--- src/rtl/l1_cache_cfg.svh ---
//************************************************
// size and address map settings for the L1 cache,
// included by the package, the RTL and the testbench
//************************************************
`ifndef L1_CACHE_CFG_SVH
`define L1_CACHE_CFG_SVH

// number of sets, power of two
`define L1_N_SETS 16

// words per block, power of two, max 8
`define L1_BLOCK_WORDS 2

// everything at or above this goes straight to memory
`define L1_NONCACHE_START 32'hF000_0000

`endif

--- src/rtl/l1_cache_pkg.sv ---
//************************************************
// types shared by the cache blocks: address decode,
// frame layout, bus structs and FSM encodings
//************************************************
`include "l1_cache_cfg.svh"

package l1_cache_pkg;

    typedef logic [31:0] word_t;

    localparam int SET_BITS   = $clog2(`L1_N_SETS);
    localparam int BLOCK_BITS = $clog2(`L1_BLOCK_WORDS);
    localparam int TAG_BITS   = 32 - SET_BITS - BLOCK_BITS - 2;

    typedef word_t [`L1_BLOCK_WORDS-1:0] block_t;

    typedef struct packed {
        logic [TAG_BITS-1:0]   tag;
        logic [SET_BITS-1:0]   set_idx;
        logic [BLOCK_BITS-1:0] word_idx;   // word within block
        logic [1:0]            byte_off;
    } cache_addr_t;

    // same address word seen raw or split into fields
    typedef union packed {
        word_t       raw;
        cache_addr_t fields;
    } addr_u;

    typedef struct packed {
        logic                valid;
        logic                dirty;
        logic [TAG_BITS-1:0] tag;
        block_t              data;
    } frame_t;

    typedef frame_t frame_mask_t;   // 1 keeps the stored bit

    typedef struct packed {
        logic       ren;
        logic       wen;
        word_t      addr;
        word_t      wdata;
        logic [3:0] byte_en;
    } proc_req_t;

    typedef struct packed {
        logic  busy;
        word_t rdata;
    } proc_rsp_t;

    typedef struct packed {
        logic       ren;
        logic       wen;
        word_t      addr;
        block_t     wdata;
        logic [3:0] byte_en;
    } mem_req_t;

    typedef struct packed {
        logic   busy;
        block_t rdata;
    } mem_rsp_t;

    // processor request after decode
    typedef struct packed {
        addr_u addr;
        logic  pass;         // uncached access
        word_t merge_mask;   // 1 keeps the old byte
    } dec_req_t;

    typedef enum logic [2:0] {
        IDLE, HIT, FETCH, WB, FLUSH_CACHE
    } cache_state_t;

    typedef enum logic [2:0] {
        NONE, FETCH_OP, EVICT_OP, FLUSH_OP, PASS_OP
    } mem_op_t;

endpackage

--- src/rtl/req_decoder.sv ---
//************************************************
// decodes the processor request into address fields,
// the uncached flag and a byte merge mask
//************************************************
`timescale 1ns/100ps
`include "l1_cache_cfg.svh"

module req_decoder (
    input  l1_cache_pkg::proc_req_t req,
    output l1_cache_pkg::dec_req_t  dreq,
    output l1_cache_pkg::word_t     lane_wdata
);

    l1_cache_pkg::word_t mask;

    // address split and uncached region check
    always_comb begin
        dreq.addr.raw = req.addr;
        dreq.pass     = (req.addr >= `L1_NONCACHE_START);
    end

    // supported byte patterns, anything else is a full word
    always_comb begin
        case (req.byte_en)
            4'b0001: mask = 32'hFFFF_FF00;
            4'b0010: mask = 32'hFFFF_00FF;
            4'b0100: mask = 32'hFF00_FFFF;
            4'b1000: mask = 32'h00FF_FFFF;
            4'b0011: mask = 32'hFFFF_0000;   // low half
            4'b1100: mask = 32'h0000_FFFF;   // high half
            default: mask = 32'h0000_0000;
        endcase
    end

    assign dreq.merge_mask = mask;

    // store data arrives lane aligned
    // only the enabled bytes go out on an uncached write
    assign lane_wdata = req.wdata & ~mask;

endmodule

--- src/rtl/frame_store.sv ---
//************************************************
// frame array, one frame per set; read is
// combinational, write merges under a bit mask
//************************************************
`timescale 1ns/100ps
`include "l1_cache_cfg.svh"

module frame_store (
    input  logic                              CLK,
    input  logic                              nRST,
    input  logic [l1_cache_pkg::SET_BITS-1:0] rd_set,
    output l1_cache_pkg::frame_t              rd_frame,
    input  logic                              wr_en,
    input  logic [l1_cache_pkg::SET_BITS-1:0] wr_set,
    input  l1_cache_pkg::frame_t              wr_frame,
    input  l1_cache_pkg::frame_mask_t         wr_mask
);

    l1_cache_pkg::frame_t frames [`L1_N_SETS];
    l1_cache_pkg::frame_t merged;

    // keep masked bits, take the rest from the new frame
    assign merged = (frames[wr_set] & wr_mask) | (wr_frame & ~wr_mask);

    always_ff @(posedge CLK, negedge nRST) begin
        if (!nRST) begin
            for (int i = 0; i < `L1_N_SETS; i++) begin
                frames[i] <= '0;
            end
        end else if (wr_en) begin
            frames[wr_set] <= merged;
        end
    end

    assign rd_frame = frames[rd_set];

    // controller must hold off its clear pass until reset is released
    no_write_in_reset: assert property (@(posedge CLK) !nRST |-> !wr_en);

endmodule

--- src/rtl/cache_ctrl.sv ---
//************************************************
// cache FSM: hit check, write merge, fill, evict,
// post-reset clear and the flush walk
//************************************************
`timescale 1ns/100ps

module cache_ctrl (
    input  logic                              CLK,
    input  logic                              nRST,
    input  l1_cache_pkg::proc_req_t           req,
    input  l1_cache_pkg::dec_req_t            dreq,
    input  logic                              flush,
    output logic                              flush_done,
    input  l1_cache_pkg::frame_t              rd_frame,
    output logic [l1_cache_pkg::SET_BITS-1:0] rd_set,
    output logic [l1_cache_pkg::SET_BITS-1:0] wr_set,
    output logic                              wr_en,
    output l1_cache_pkg::frame_t              wr_frame,
    output l1_cache_pkg::frame_mask_t         wr_mask,
    output l1_cache_pkg::mem_op_t             mem_op,
    output l1_cache_pkg::word_t               victim_addr,
    input  logic                              mem_done,
    input  l1_cache_pkg::block_t              mem_rdata,
    output l1_cache_pkg::word_t               hit_rdata,
    output logic                              hit_busy
);

    l1_cache_pkg::cache_state_t        state;
    l1_cache_pkg::cache_state_t        next_state;
    logic [l1_cache_pkg::SET_BITS-1:0] set_cnt;   // clear and flush walk
    logic                              cnt_step;
    logic                              cnt_last;
    logic                              clr_armed;
    logic                              flush_req;
    logic                              flush_pend;
    logic                              access;
    logic                              hit;
    logic                              pass_act;
    l1_cache_pkg::addr_u               victim;

    always_ff @(posedge CLK, negedge nRST) begin
        if (!nRST) begin
            state     <= l1_cache_pkg::IDLE;
            set_cnt   <= '0;
            clr_armed <= 1'b0;
            flush_req <= 1'b0;
        end else begin
            state     <= next_state;
            clr_armed <= 1'b1;   // first clear write one cycle after reset
            if (cnt_step)
                set_cnt <= set_cnt + 1'b1;   // wraps back to 0 after the last set
            if (state == l1_cache_pkg::FLUSH_CACHE)
                flush_req <= 1'b0;
            else if (flush)
                flush_req <= 1'b1;
        end
    end

    assign access     = req.ren || req.wen;
    assign flush_pend = flush || flush_req;
    assign pass_act   = access && dreq.pass;
    assign hit        = !dreq.pass && rd_frame.valid &&
                        (rd_frame.tag == dreq.addr.fields.tag);
    assign cnt_last   = &set_cnt;   // sets are a power of two

    // walk states index by counter, others by request
    assign rd_set = (state == l1_cache_pkg::IDLE || state == l1_cache_pkg::FLUSH_CACHE) ?
                    set_cnt : dreq.addr.fields.set_idx;
    assign wr_set = rd_set;

    assign hit_rdata = rd_frame.data[dreq.addr.fields.word_idx];

    // block address of whatever sits in the selected frame
    always_comb begin
        victim                = '0;
        victim.fields.tag     = rd_frame.tag;
        victim.fields.set_idx = rd_set;
    end

    assign victim_addr = victim.raw;

    always_comb begin
        next_state = state;
        wr_en      = 1'b0;
        wr_frame   = '0;
        wr_mask    = '1;
        mem_op     = l1_cache_pkg::NONE;
        hit_busy   = 1'b1;
        cnt_step   = 1'b0;
        flush_done = 1'b0;

        case (state)
            l1_cache_pkg::IDLE: begin
                if (clr_armed) begin
                    wr_en    = 1'b1;
                    wr_mask  = '0;   // zero the whole frame
                    cnt_step = 1'b1;
                    if (cnt_last)
                        next_state = l1_cache_pkg::HIT;
                end
            end
            l1_cache_pkg::HIT: begin
                if (pass_act) begin
                    // uncached access runs to completion before a flush
                    mem_op = l1_cache_pkg::PASS_OP;
                    if (flush_pend && mem_done)
                        next_state = l1_cache_pkg::FLUSH_CACHE;
                end else if (flush_pend) begin
                    next_state = l1_cache_pkg::FLUSH_CACHE;
                end else if (access && hit) begin
                    hit_busy = 1'b0;
                    if (req.wen) begin
                        wr_en                                   = 1'b1;
                        wr_frame.dirty                          = 1'b1;
                        wr_frame.data[dreq.addr.fields.word_idx] = req.wdata;
                        wr_mask.dirty                           = 1'b0;
                        wr_mask.data[dreq.addr.fields.word_idx]  = dreq.merge_mask;
                    end
                end else if (access) begin
                    if (rd_frame.valid && rd_frame.dirty)
                        next_state = l1_cache_pkg::WB;
                    else
                        next_state = l1_cache_pkg::FETCH;
                end
            end
            l1_cache_pkg::FETCH: begin
                mem_op = l1_cache_pkg::FETCH_OP;
                if (mem_done) begin
                    wr_en          = 1'b1;
                    wr_mask        = '0;
                    wr_frame.valid = 1'b1;
                    wr_frame.tag   = dreq.addr.fields.tag;
                    wr_frame.data  = mem_rdata;
                    next_state     = l1_cache_pkg::HIT;
                end
            end
            l1_cache_pkg::WB: begin
                mem_op = l1_cache_pkg::EVICT_OP;
                if (mem_done) begin
                    // drop valid and dirty, leave data and tag
                    wr_en         = 1'b1;
                    wr_mask.valid = 1'b0;
                    wr_mask.dirty = 1'b0;
                    next_state    = l1_cache_pkg::HIT;
                end
            end
            l1_cache_pkg::FLUSH_CACHE: begin
                if (rd_frame.valid && rd_frame.dirty) begin
                    mem_op   = l1_cache_pkg::FLUSH_OP;
                    cnt_step = mem_done;
                end else begin
                    cnt_step = 1'b1;   // clean set, one cycle
                end
                if (cnt_step) begin
                    wr_en   = 1'b1;
                    wr_mask = '0;
                    if (cnt_last) begin
                        flush_done = 1'b1;
                        next_state = l1_cache_pkg::HIT;
                    end
                end
            end
            default: next_state = l1_cache_pkg::IDLE;
        endcase
    end

    pass_only_in_hit: assert property (@(posedge CLK) disable iff (!nRST)
        (mem_op == l1_cache_pkg::PASS_OP) |-> (state == l1_cache_pkg::HIT));

    // done pulse ends the walk and hands back to HIT
    done_ends_flush: assert property (@(posedge CLK) disable iff (!nRST)
        flush_done |-> (state == l1_cache_pkg::FLUSH_CACHE) ##1
                       (state == l1_cache_pkg::HIT));

endmodule

--- src/rtl/mem_port.sv ---
//************************************************
// builds the memory bus request for each controller
// command and steers the processor response
//************************************************
`timescale 1ns/100ps

module mem_port (
    input  l1_cache_pkg::mem_op_t   op,
    input  l1_cache_pkg::dec_req_t  dreq,
    input  l1_cache_pkg::proc_req_t req,
    input  l1_cache_pkg::word_t     lane_wdata,
    input  l1_cache_pkg::word_t     victim_addr,
    input  l1_cache_pkg::block_t    victim_data,
    input  l1_cache_pkg::word_t     hit_rdata,
    input  logic                    hit_busy,
    output l1_cache_pkg::mem_req_t  mem_req,
    input  l1_cache_pkg::mem_rsp_t  mem_rsp,
    output logic                    mem_done,
    output l1_cache_pkg::proc_rsp_t rsp
);

    l1_cache_pkg::addr_u fetch_addr;

    // block aligned fill address
    always_comb begin
        fetch_addr                 = dreq.addr;
        fetch_addr.fields.word_idx = '0;
        fetch_addr.fields.byte_off = '0;
    end

    always_comb begin
        mem_req         = '0;
        mem_req.byte_en = 4'hF;   // whole block unless uncached
        rsp.busy        = hit_busy;
        rsp.rdata       = hit_rdata;

        case (op)
            l1_cache_pkg::FETCH_OP: begin
                mem_req.ren  = 1'b1;
                mem_req.addr = fetch_addr.raw;
            end
            l1_cache_pkg::EVICT_OP, l1_cache_pkg::FLUSH_OP: begin
                mem_req.wen   = 1'b1;
                mem_req.addr  = victim_addr;
                mem_req.wdata = victim_data;
            end
            l1_cache_pkg::PASS_OP: begin
                mem_req.ren      = req.ren;
                mem_req.wen      = req.wen;
                mem_req.addr     = dreq.addr.raw;
                mem_req.wdata[0] = lane_wdata;   // lane 0 only
                mem_req.byte_en  = req.byte_en;
                rsp.busy         = mem_rsp.busy;
                rsp.rdata        = mem_rsp.rdata[0];
            end
            default: ;
        endcase
    end

    assign mem_done = (op != l1_cache_pkg::NONE) && !mem_rsp.busy;

    // no read and write on the same memory request
    mem_rw_excl: assert final (!(mem_req.ren && mem_req.wen));

endmodule

--- src/rtl/l1_cache.sv ---
//************************************************
// direct mapped write-back L1 data cache top,
// processor word bus in, block memory bus out
//************************************************
`timescale 1ns/100ps

module l1_cache (
    input  logic                    CLK,
    input  logic                    nRST,
    input  l1_cache_pkg::proc_req_t proc_req,
    output l1_cache_pkg::proc_rsp_t proc_rsp,
    output l1_cache_pkg::mem_req_t  mem_req,
    input  l1_cache_pkg::mem_rsp_t  mem_rsp,
    input  logic                    flush,
    output logic                    flush_done
);

    l1_cache_pkg::dec_req_t            dreq;
    l1_cache_pkg::word_t               lane_wdata;
    l1_cache_pkg::frame_t              rd_frame;
    l1_cache_pkg::frame_t              wr_frame;
    l1_cache_pkg::frame_mask_t         wr_mask;
    logic [l1_cache_pkg::SET_BITS-1:0] rd_set;
    logic [l1_cache_pkg::SET_BITS-1:0] wr_set;
    logic                              wr_en;
    l1_cache_pkg::mem_op_t             mem_op;
    l1_cache_pkg::word_t               victim_addr;
    logic                              mem_done;
    l1_cache_pkg::word_t               hit_rdata;
    logic                              hit_busy;

    req_decoder i_decoder (
        .req        (proc_req),
        .dreq       (dreq),
        .lane_wdata (lane_wdata)
    );

    frame_store i_frames (
        .CLK      (CLK),
        .nRST     (nRST),
        .rd_set   (rd_set),
        .rd_frame (rd_frame),
        .wr_en    (wr_en),
        .wr_set   (wr_set),
        .wr_frame (wr_frame),
        .wr_mask  (wr_mask)
    );

    cache_ctrl i_ctrl (
        .CLK         (CLK),
        .nRST        (nRST),
        .req         (proc_req),
        .dreq        (dreq),
        .flush       (flush),
        .flush_done  (flush_done),
        .rd_frame    (rd_frame),
        .rd_set      (rd_set),
        .wr_set      (wr_set),
        .wr_en       (wr_en),
        .wr_frame    (wr_frame),
        .wr_mask     (wr_mask),
        .mem_op      (mem_op),
        .victim_addr (victim_addr),
        .mem_done    (mem_done),
        .mem_rdata   (mem_rsp.rdata),
        .hit_rdata   (hit_rdata),
        .hit_busy    (hit_busy)
    );

    mem_port i_mem_port (
        .op          (mem_op),
        .dreq        (dreq),
        .req         (proc_req),
        .lane_wdata  (lane_wdata),
        .victim_addr (victim_addr),
        .victim_data (rd_frame.data),
        .hit_rdata   (hit_rdata),
        .hit_busy    (hit_busy),
        .mem_req     (mem_req),
        .mem_rsp     (mem_rsp),
        .mem_done    (mem_done),
        .rsp         (proc_rsp)
    );

endmodule

--- config.mk ---
export PLATFORM = sky130hd
export DESIGN_NAME = l1_cache
export DESIGN_NICKNAME = d
export VERILOG_FILES = /design/src/rtl/l1_cache_pkg.sv /design/src/rtl/req_decoder.sv /design/src/rtl/frame_store.sv /design/src/rtl/cache_ctrl.sv /design/src/rtl/mem_port.sv /design/src/rtl/l1_cache.sv
export VERILOG_INCLUDE_DIRS = /design/src /design/src/rtl
export SDC_FILE = /design/constraint.sdc
export NUM_CORES = 2
export LEC_CHECK = 0
export BUFFER_PORTS_ARGS = -buffer_cell sky130_fd_sc_hd__clkbuf_2
export CAP_MARGIN = 30
export CORE_MARGIN = 2
export CORE_UTILIZATION = 40
export DETAILED_ROUTE_END_ITERATION = 10
export MAX_ROUTING_LAYER = met4
export PLACE_DENSITY = 0.65
export REMOVE_ABC_BUFFERS = 1
export SLEW_MARGIN = 25
export SYNTH_ARGS = -nofsm -noshare
export SYNTH_HDL_FRONTEND = slang
export SYNTH_SLANG_ARGS = --single-unit
--- constraint.sdc ---
create_clock -name CLK -period 16.4 [get_ports CLK]
set_input_delay 3.28 -clock CLK [delete_from_list [all_inputs] [get_ports CLK]]
set_output_delay 3.28 -clock CLK [all_outputs]
set_load 0.02 [all_outputs]
== Word-level counts from Yosys, hierarchy flattened ==
Index checks and enable logic that the tools add are counted.

* Register bits after elaboration: 1465
* Bits in latches: 0
* Bits in writable memories: 0
* Bits in read-only memories: 0
* Input port bits: 138
* Output and inout bits: 136
* Word-level logic and storage cells: 220
* Memories: 0

* Add/sub/neg operators: 1
* Multipliers: 0
* Div/mod/pow operators: 0
* Magnitude comparators: 5
* Equality and inequality tests: 21
* Shift-type cells: 0
* Muxes and demuxes: 78
* Bitwise gates (word level): 10
* Reductions and logical operators: 21

{| class="wikitable"
|+ Operator list
! operator !! count
|-
| $bwmux 1456 || 1
|-
| $mux 91 || 6
|-
| $mux 64 || 8
|-
| $bmux 91 s4 || 1
|-
| $demux 91 s4 || 1
|-
| $pmux 64 s4 || 1
|-
| $pmux 32 s6 || 1
|-
| $and 91x91->91 || 2
|-
| $mux 32 || 4
|-
| $pmux 64 s2 || 1
|-
| $pmux 32 s3 || 1
|-
| $not 91->91 || 1
|-
| $or 91x91->91 || 1
|-
| $mux 89 || 1
|-
| $pmux 25 s3 || 1
|-
| $and 64x64->64 || 1
|-
| $not 64->64 || 1
|-
| $or 64x64->64 || 1
|-
| $pmux 32 s2 || 1
|-
| $mux 33 || 1
|-
| $and 32x32->32 || 1
|-
| $demux 32 s1 || 1
|-
| $ge 32x32->1 const B || 1
|-
| $not 32->32 || 1
|-
| 37 further kinds || 96
|}

== Logic depth before layout (Yosys ltp) ==
* Depth after elaboration: 20
* Depth in mapped cells: 19
* Mapped depth without buffers: 12

== By module ==
From an unflattened synthesis, not the netlist that was laid out.

* Cells, all modules: 9485
* Area total of the unflattened synthesis: 97746.2 um^2

{| class="wikitable"
|+ By module, submodules not included
! module !! instances !! cells an instance !! area an instance (um^2)
|-
| frame_store || 1 || 8658 || 91138.7
|-
| cache_ctrl || 1 || 440 || 3464.6
|-
| mem_port || 1 || 240 || 2029.4
|-
| req_decoder || 1 || 147 || 1113.6
|}

== Worst setup path before layout ==
Ideal clock, no wire load.

* Path type: input to output
* Start point: input proc_req[39] (netlist bit)
* End point: output proc_rsp[10] (netlist bit)
* Arrival: 6.742 ns
* Required time: 13.120 ns
* Setup slack: 6.378 ns
* Cell stages on the path: 13
* Buffers on the path: 7
* Cells stage by stage: clkbuf_1 mux2i_2 buf_2 buf_2 clkbuf_1 buf_2 buf_2 buf_1 mux4_2 nand2_1 a31oi_1 mux2i_1 o21ai_0

{| class="wikitable"
|+ RTL lines
! element !! line !! source
|-
| from (decl) || l1_cache.sv:10 || <nowiki>input l1_cache_pkg::proc_req_t proc_req,</nowiki>
|-
| to (decl) || l1_cache.sv:11 || <nowiki>output l1_cache_pkg::proc_rsp_t proc_rsp,</nowiki>
|}

==> summary.txt <==
Logic synthesis
  – Cells after Synth: ~5,600
  – Proportion of synthesized flip-flops having asynchronous set or reset: 1.00
  – Yosys cell types: 65
  – Ys flop type: dfrtp_1
  – Adder-cell share of the synthesized area: 0.000181
  – Number of flops mapped to enable cells by yosys: 0
  – Avg Cell Area, Syn: between 10 and 15 um2
  – Share of the synthesized area in the top cell type: 0.529
  – Simple-Gate Fraction of Synth Area: 0.0720
  – Synth Area in Compound Gates: 0.0907
  – Synth area leader: dfrtp_1
  – Yosys reg bits: 1,465
  – Area share of xor/xnor cells in the synthesized design: 0.00265
  – Mapped Area: 69,300 um2
  – Combinational family with the most area after synthesis: multiplexers
  – Area contributors post-synth: dfrtp_1 (53%), mux2_2 (17%), mux4_2 (8.5%), nand2_1 (4.4%), o21ai_0 (3.5%)
  – Post-synthesis mux area share: 0.275
  – Number of synthesis warnings: 0
  – Seq/Total Area, Yosys: 0.529

Die
  – Core Area: 172,000 um2
  – Die W: between 400 and 500 um
  – Die ar.: between 150,000 and 200,000 um2
  – Die Span Y: ~420 um
  – Initial Util: 0.403
  – Number of placement rows: roughly 150
  – IO Count: 274

Finish
  – FF+latch area: ~37,000 um2
  – Fraction of layout cells with a size suffix above 1: 0.354
  – Layout area overhead: 13.8%
  – Multi-input logic area: ~31,000 um2
  – Fill count: approximately 15,000
  – Final nets: 5,864
  – Final non-filler cell area: 78,900 um2

Clock tree
  – Clock tree from TritonCTS: built
  – H-tree Lvls: 4
  – Total CTS buffers: 156
  – Root buffer cell: clkbuf_16
  – Clk sink count: 1,465
  – Hold_buf cts: 0
  – Post_cts resized: 0
  – Post-CTS Setup Inserts: 0
  – Clock slew seen by the registers of the worst setup and hold paths: around 0.06 ns
  – Clk buf depth: 3
  – Worst-skew pair later-pin latency: about 0.8 ns

Place
  – Port-buffer cells: approximately 270
  – Pre-CTS setup slack: 4.51 ns
  – Placement Cell Area: between 70,000 and 80,000 um2
  – RePlAce Congestion: approximately 0.81
  – DP Wirelength: 117 mm

Global route
  – Global-route wire length before repair: just over 300 mm
  – Initial antenna violation count: 8
  – Number of global-route vias before repair: around 48,000
  – Largest net degree at the start of global routing: between 150 and 200
  – Global route overflow: 0
  – Gr usage total: 0.237

Route
  – First-pass DRT Iterations: 6
  – Final wirelength: between 200 and 250 mm
  – Via count: approximately 47,000
  – Post-DRT Antenna Nets: 0
  – DRC errors left: 0
  – DR vias/cell: between 5 and 6
  – Initial DRC Count: between 3,000 and 4,000
  – Wire per inst: around 25 um

STA
  – Final Hold Viols: 0
  – Pins Over Slew Limit: 0
  – Sum Neg Setup Slack: 0 ns
  – Worst Max-Slew Pin Slew: about 1.1 ns
  – Worst slew margin: 0.254
  – Setup Skew: 0.0551 ns
  – Number of setup violations in the final report: 0
  – RSZ-0062 raised after global routing: false
  – Fin crit share: 0.729
  – Fmax: 83.7 MHz
  – Final WS setup: 4.45 ns
  – Min Clock Period, post-route: 11.95 ns

Critical path
  – R2R cell count: 16
  – Reg-to-Reg Start: i_ctrl.state[1]
  – Crit. End Element: output port
  – Startpoint types: input port
  – CP max FO: 68
  – Worst setup startpoint: proc_req[39]
  – Critical path class: in2out
  – Worst Path Arrival: 8.67 ns
  – CP required: around 13 ns

Hold path
  – Hold Path Class: reg2reg
  – Min-delay src: i_frames.frames[523]
  – Hold Path Depth: 2

Power
  – Worst VDD drop: around 0.00018 V
  – Pwr Density: between 200 and 250 nW/um2
  – LEAKAGE: 35.2 nW
  – Power Total: 15.9 mW

Flow run
  – Max cap viols: 0

Run status
  – Status: finished clean
[kinds of logic after synthesis]
kind of cell,count (synthesis)
fa+ha+maj,1
flops,1465
xor+xnor,21
simple gates,1161
mux,1448
compound gates,976
other cells,1
buf+inv,512
[through the flow]
step | hold WS, ns | util | cells
after detailed placement | 0.468 | 0.425 | 7813
after global routing | 0.498 | 0.459 | 8155
after global placement | 0.457 | 0.423 | 7792
after CTS | 0.481 | 0.455 | 8088
final | 0.477 | 0.459 | 8155
after floorplan | 0.444 | - | 5084
[state kept, by name (all words and copies together) (netlist names)]
signal	cells
i_ctrl.clr_armed	1
i_ctrl.flush_req	1
i_ctrl.set_cnt	4
i_ctrl.state	3
i_frames.frames	1456
[cell usage in the layout, fill, tap and decap left out, drive strengths merged, types with 3 or more instances in the layout]
master	n
dfrtp	1465
xnor2	3
diode	3
a32o	6
nand2b	12
buf	184
mux2	1033
bufinv	9
clkbuf	525
nand2	820
nand4	13
nor4	9
nor2	113
a22oi	129
nor3	6
or4	13
a32oi	71
or2	6
inv	17
a21oi	27
and3	21
nand3	25
a2bb2oi	3
and4	15
mux4	260
o21ai	482
clkinv	32
a31oi	78
a22o	50
and2	100
o211ai	17
xor2	18
o22ai	11
a211oi	81
mux2i	155
a221oi	7
[critical path, stage by stage]
cell	delay, ns
clkbuf_2	0.26
mux2_8	0.51
buf_16	0.38
buf_4	0.78
mux2i_1	0.18
a32o_1	0.24
a221oi_1	0.21
nand4_1	0.23
a221oi_1	0.34
nand4_1	0.73
or4_1	0.83
nor2_1	0.13
a21oi_1	0.16
clkbuf_2	0.23
[per-layer routing]
metal | vias up | GRT usage | routed length [um]
li1 | 20500 | - | -
met1 | 24800 | 0.308 | 85900
met2 | 1565 | 0.377 | 98000
met4 | 0 | 0.0878 | 7840
met3 | 408 | 0.0366 | 11600
met5 | - | - | 0
[path summary, 6_finish.rpt]
kind	to	slack, ns
min in group asynchronous	i_frames.frames[1039]	2.47
hold / removal	i_frames.frames[523]	0.48
setup / recovery	proc_rsp[32]	4.45
max in group asynchronous	i_frames.frames[997]	10.60
setup reg to reg	i_frames.frames[595]	7.88
hold reg to reg	i_frames.frames[523]	0.48
[synth_stat cells, types with 13 or more instances]
cell         n
a21oi_1     27
buf_2      123
dfrtp_1   1465
o211ai_1    17
a211oi_2    15
a31oi_1     74
nand3_1     25
o21ai_0    482
clkbuf_1   329
and2_1     100
nand2_1    820
a32oi_1     71
xor2_1      18
a22oi_1    129
nand4_1     13
mux2_2    1020
mux4_2     260
mux2_1      13
and4_1      15
mux2i_1    154
a22o_1      50
nor2_1     112
or4_1       13
a211oi_1    65
buf_1       39
and3_1      21
[where the power goes]
part / internal, mW / leakage [nW] / switching (mW)
logic: 2.75 / 13.3 / 3.85
clock network: 2.07 / 2.56 / 1.51
registers: 5.03 / 19.4 / 0.725
[layout make-up]
class	instances	share of cell area
Sequential cell	1465	0.465
Multi-Input combinational cell	3608	0.392
Clock buffer	226	0.0573
Timing Repair Buffer	483	0.0401
Tap cell	2310	0.0366
Clock inverter	49	0.00883
Inverter	11	0.000523
Antenna cell	3	0.0000952
(Power assumes the default switching activity.)
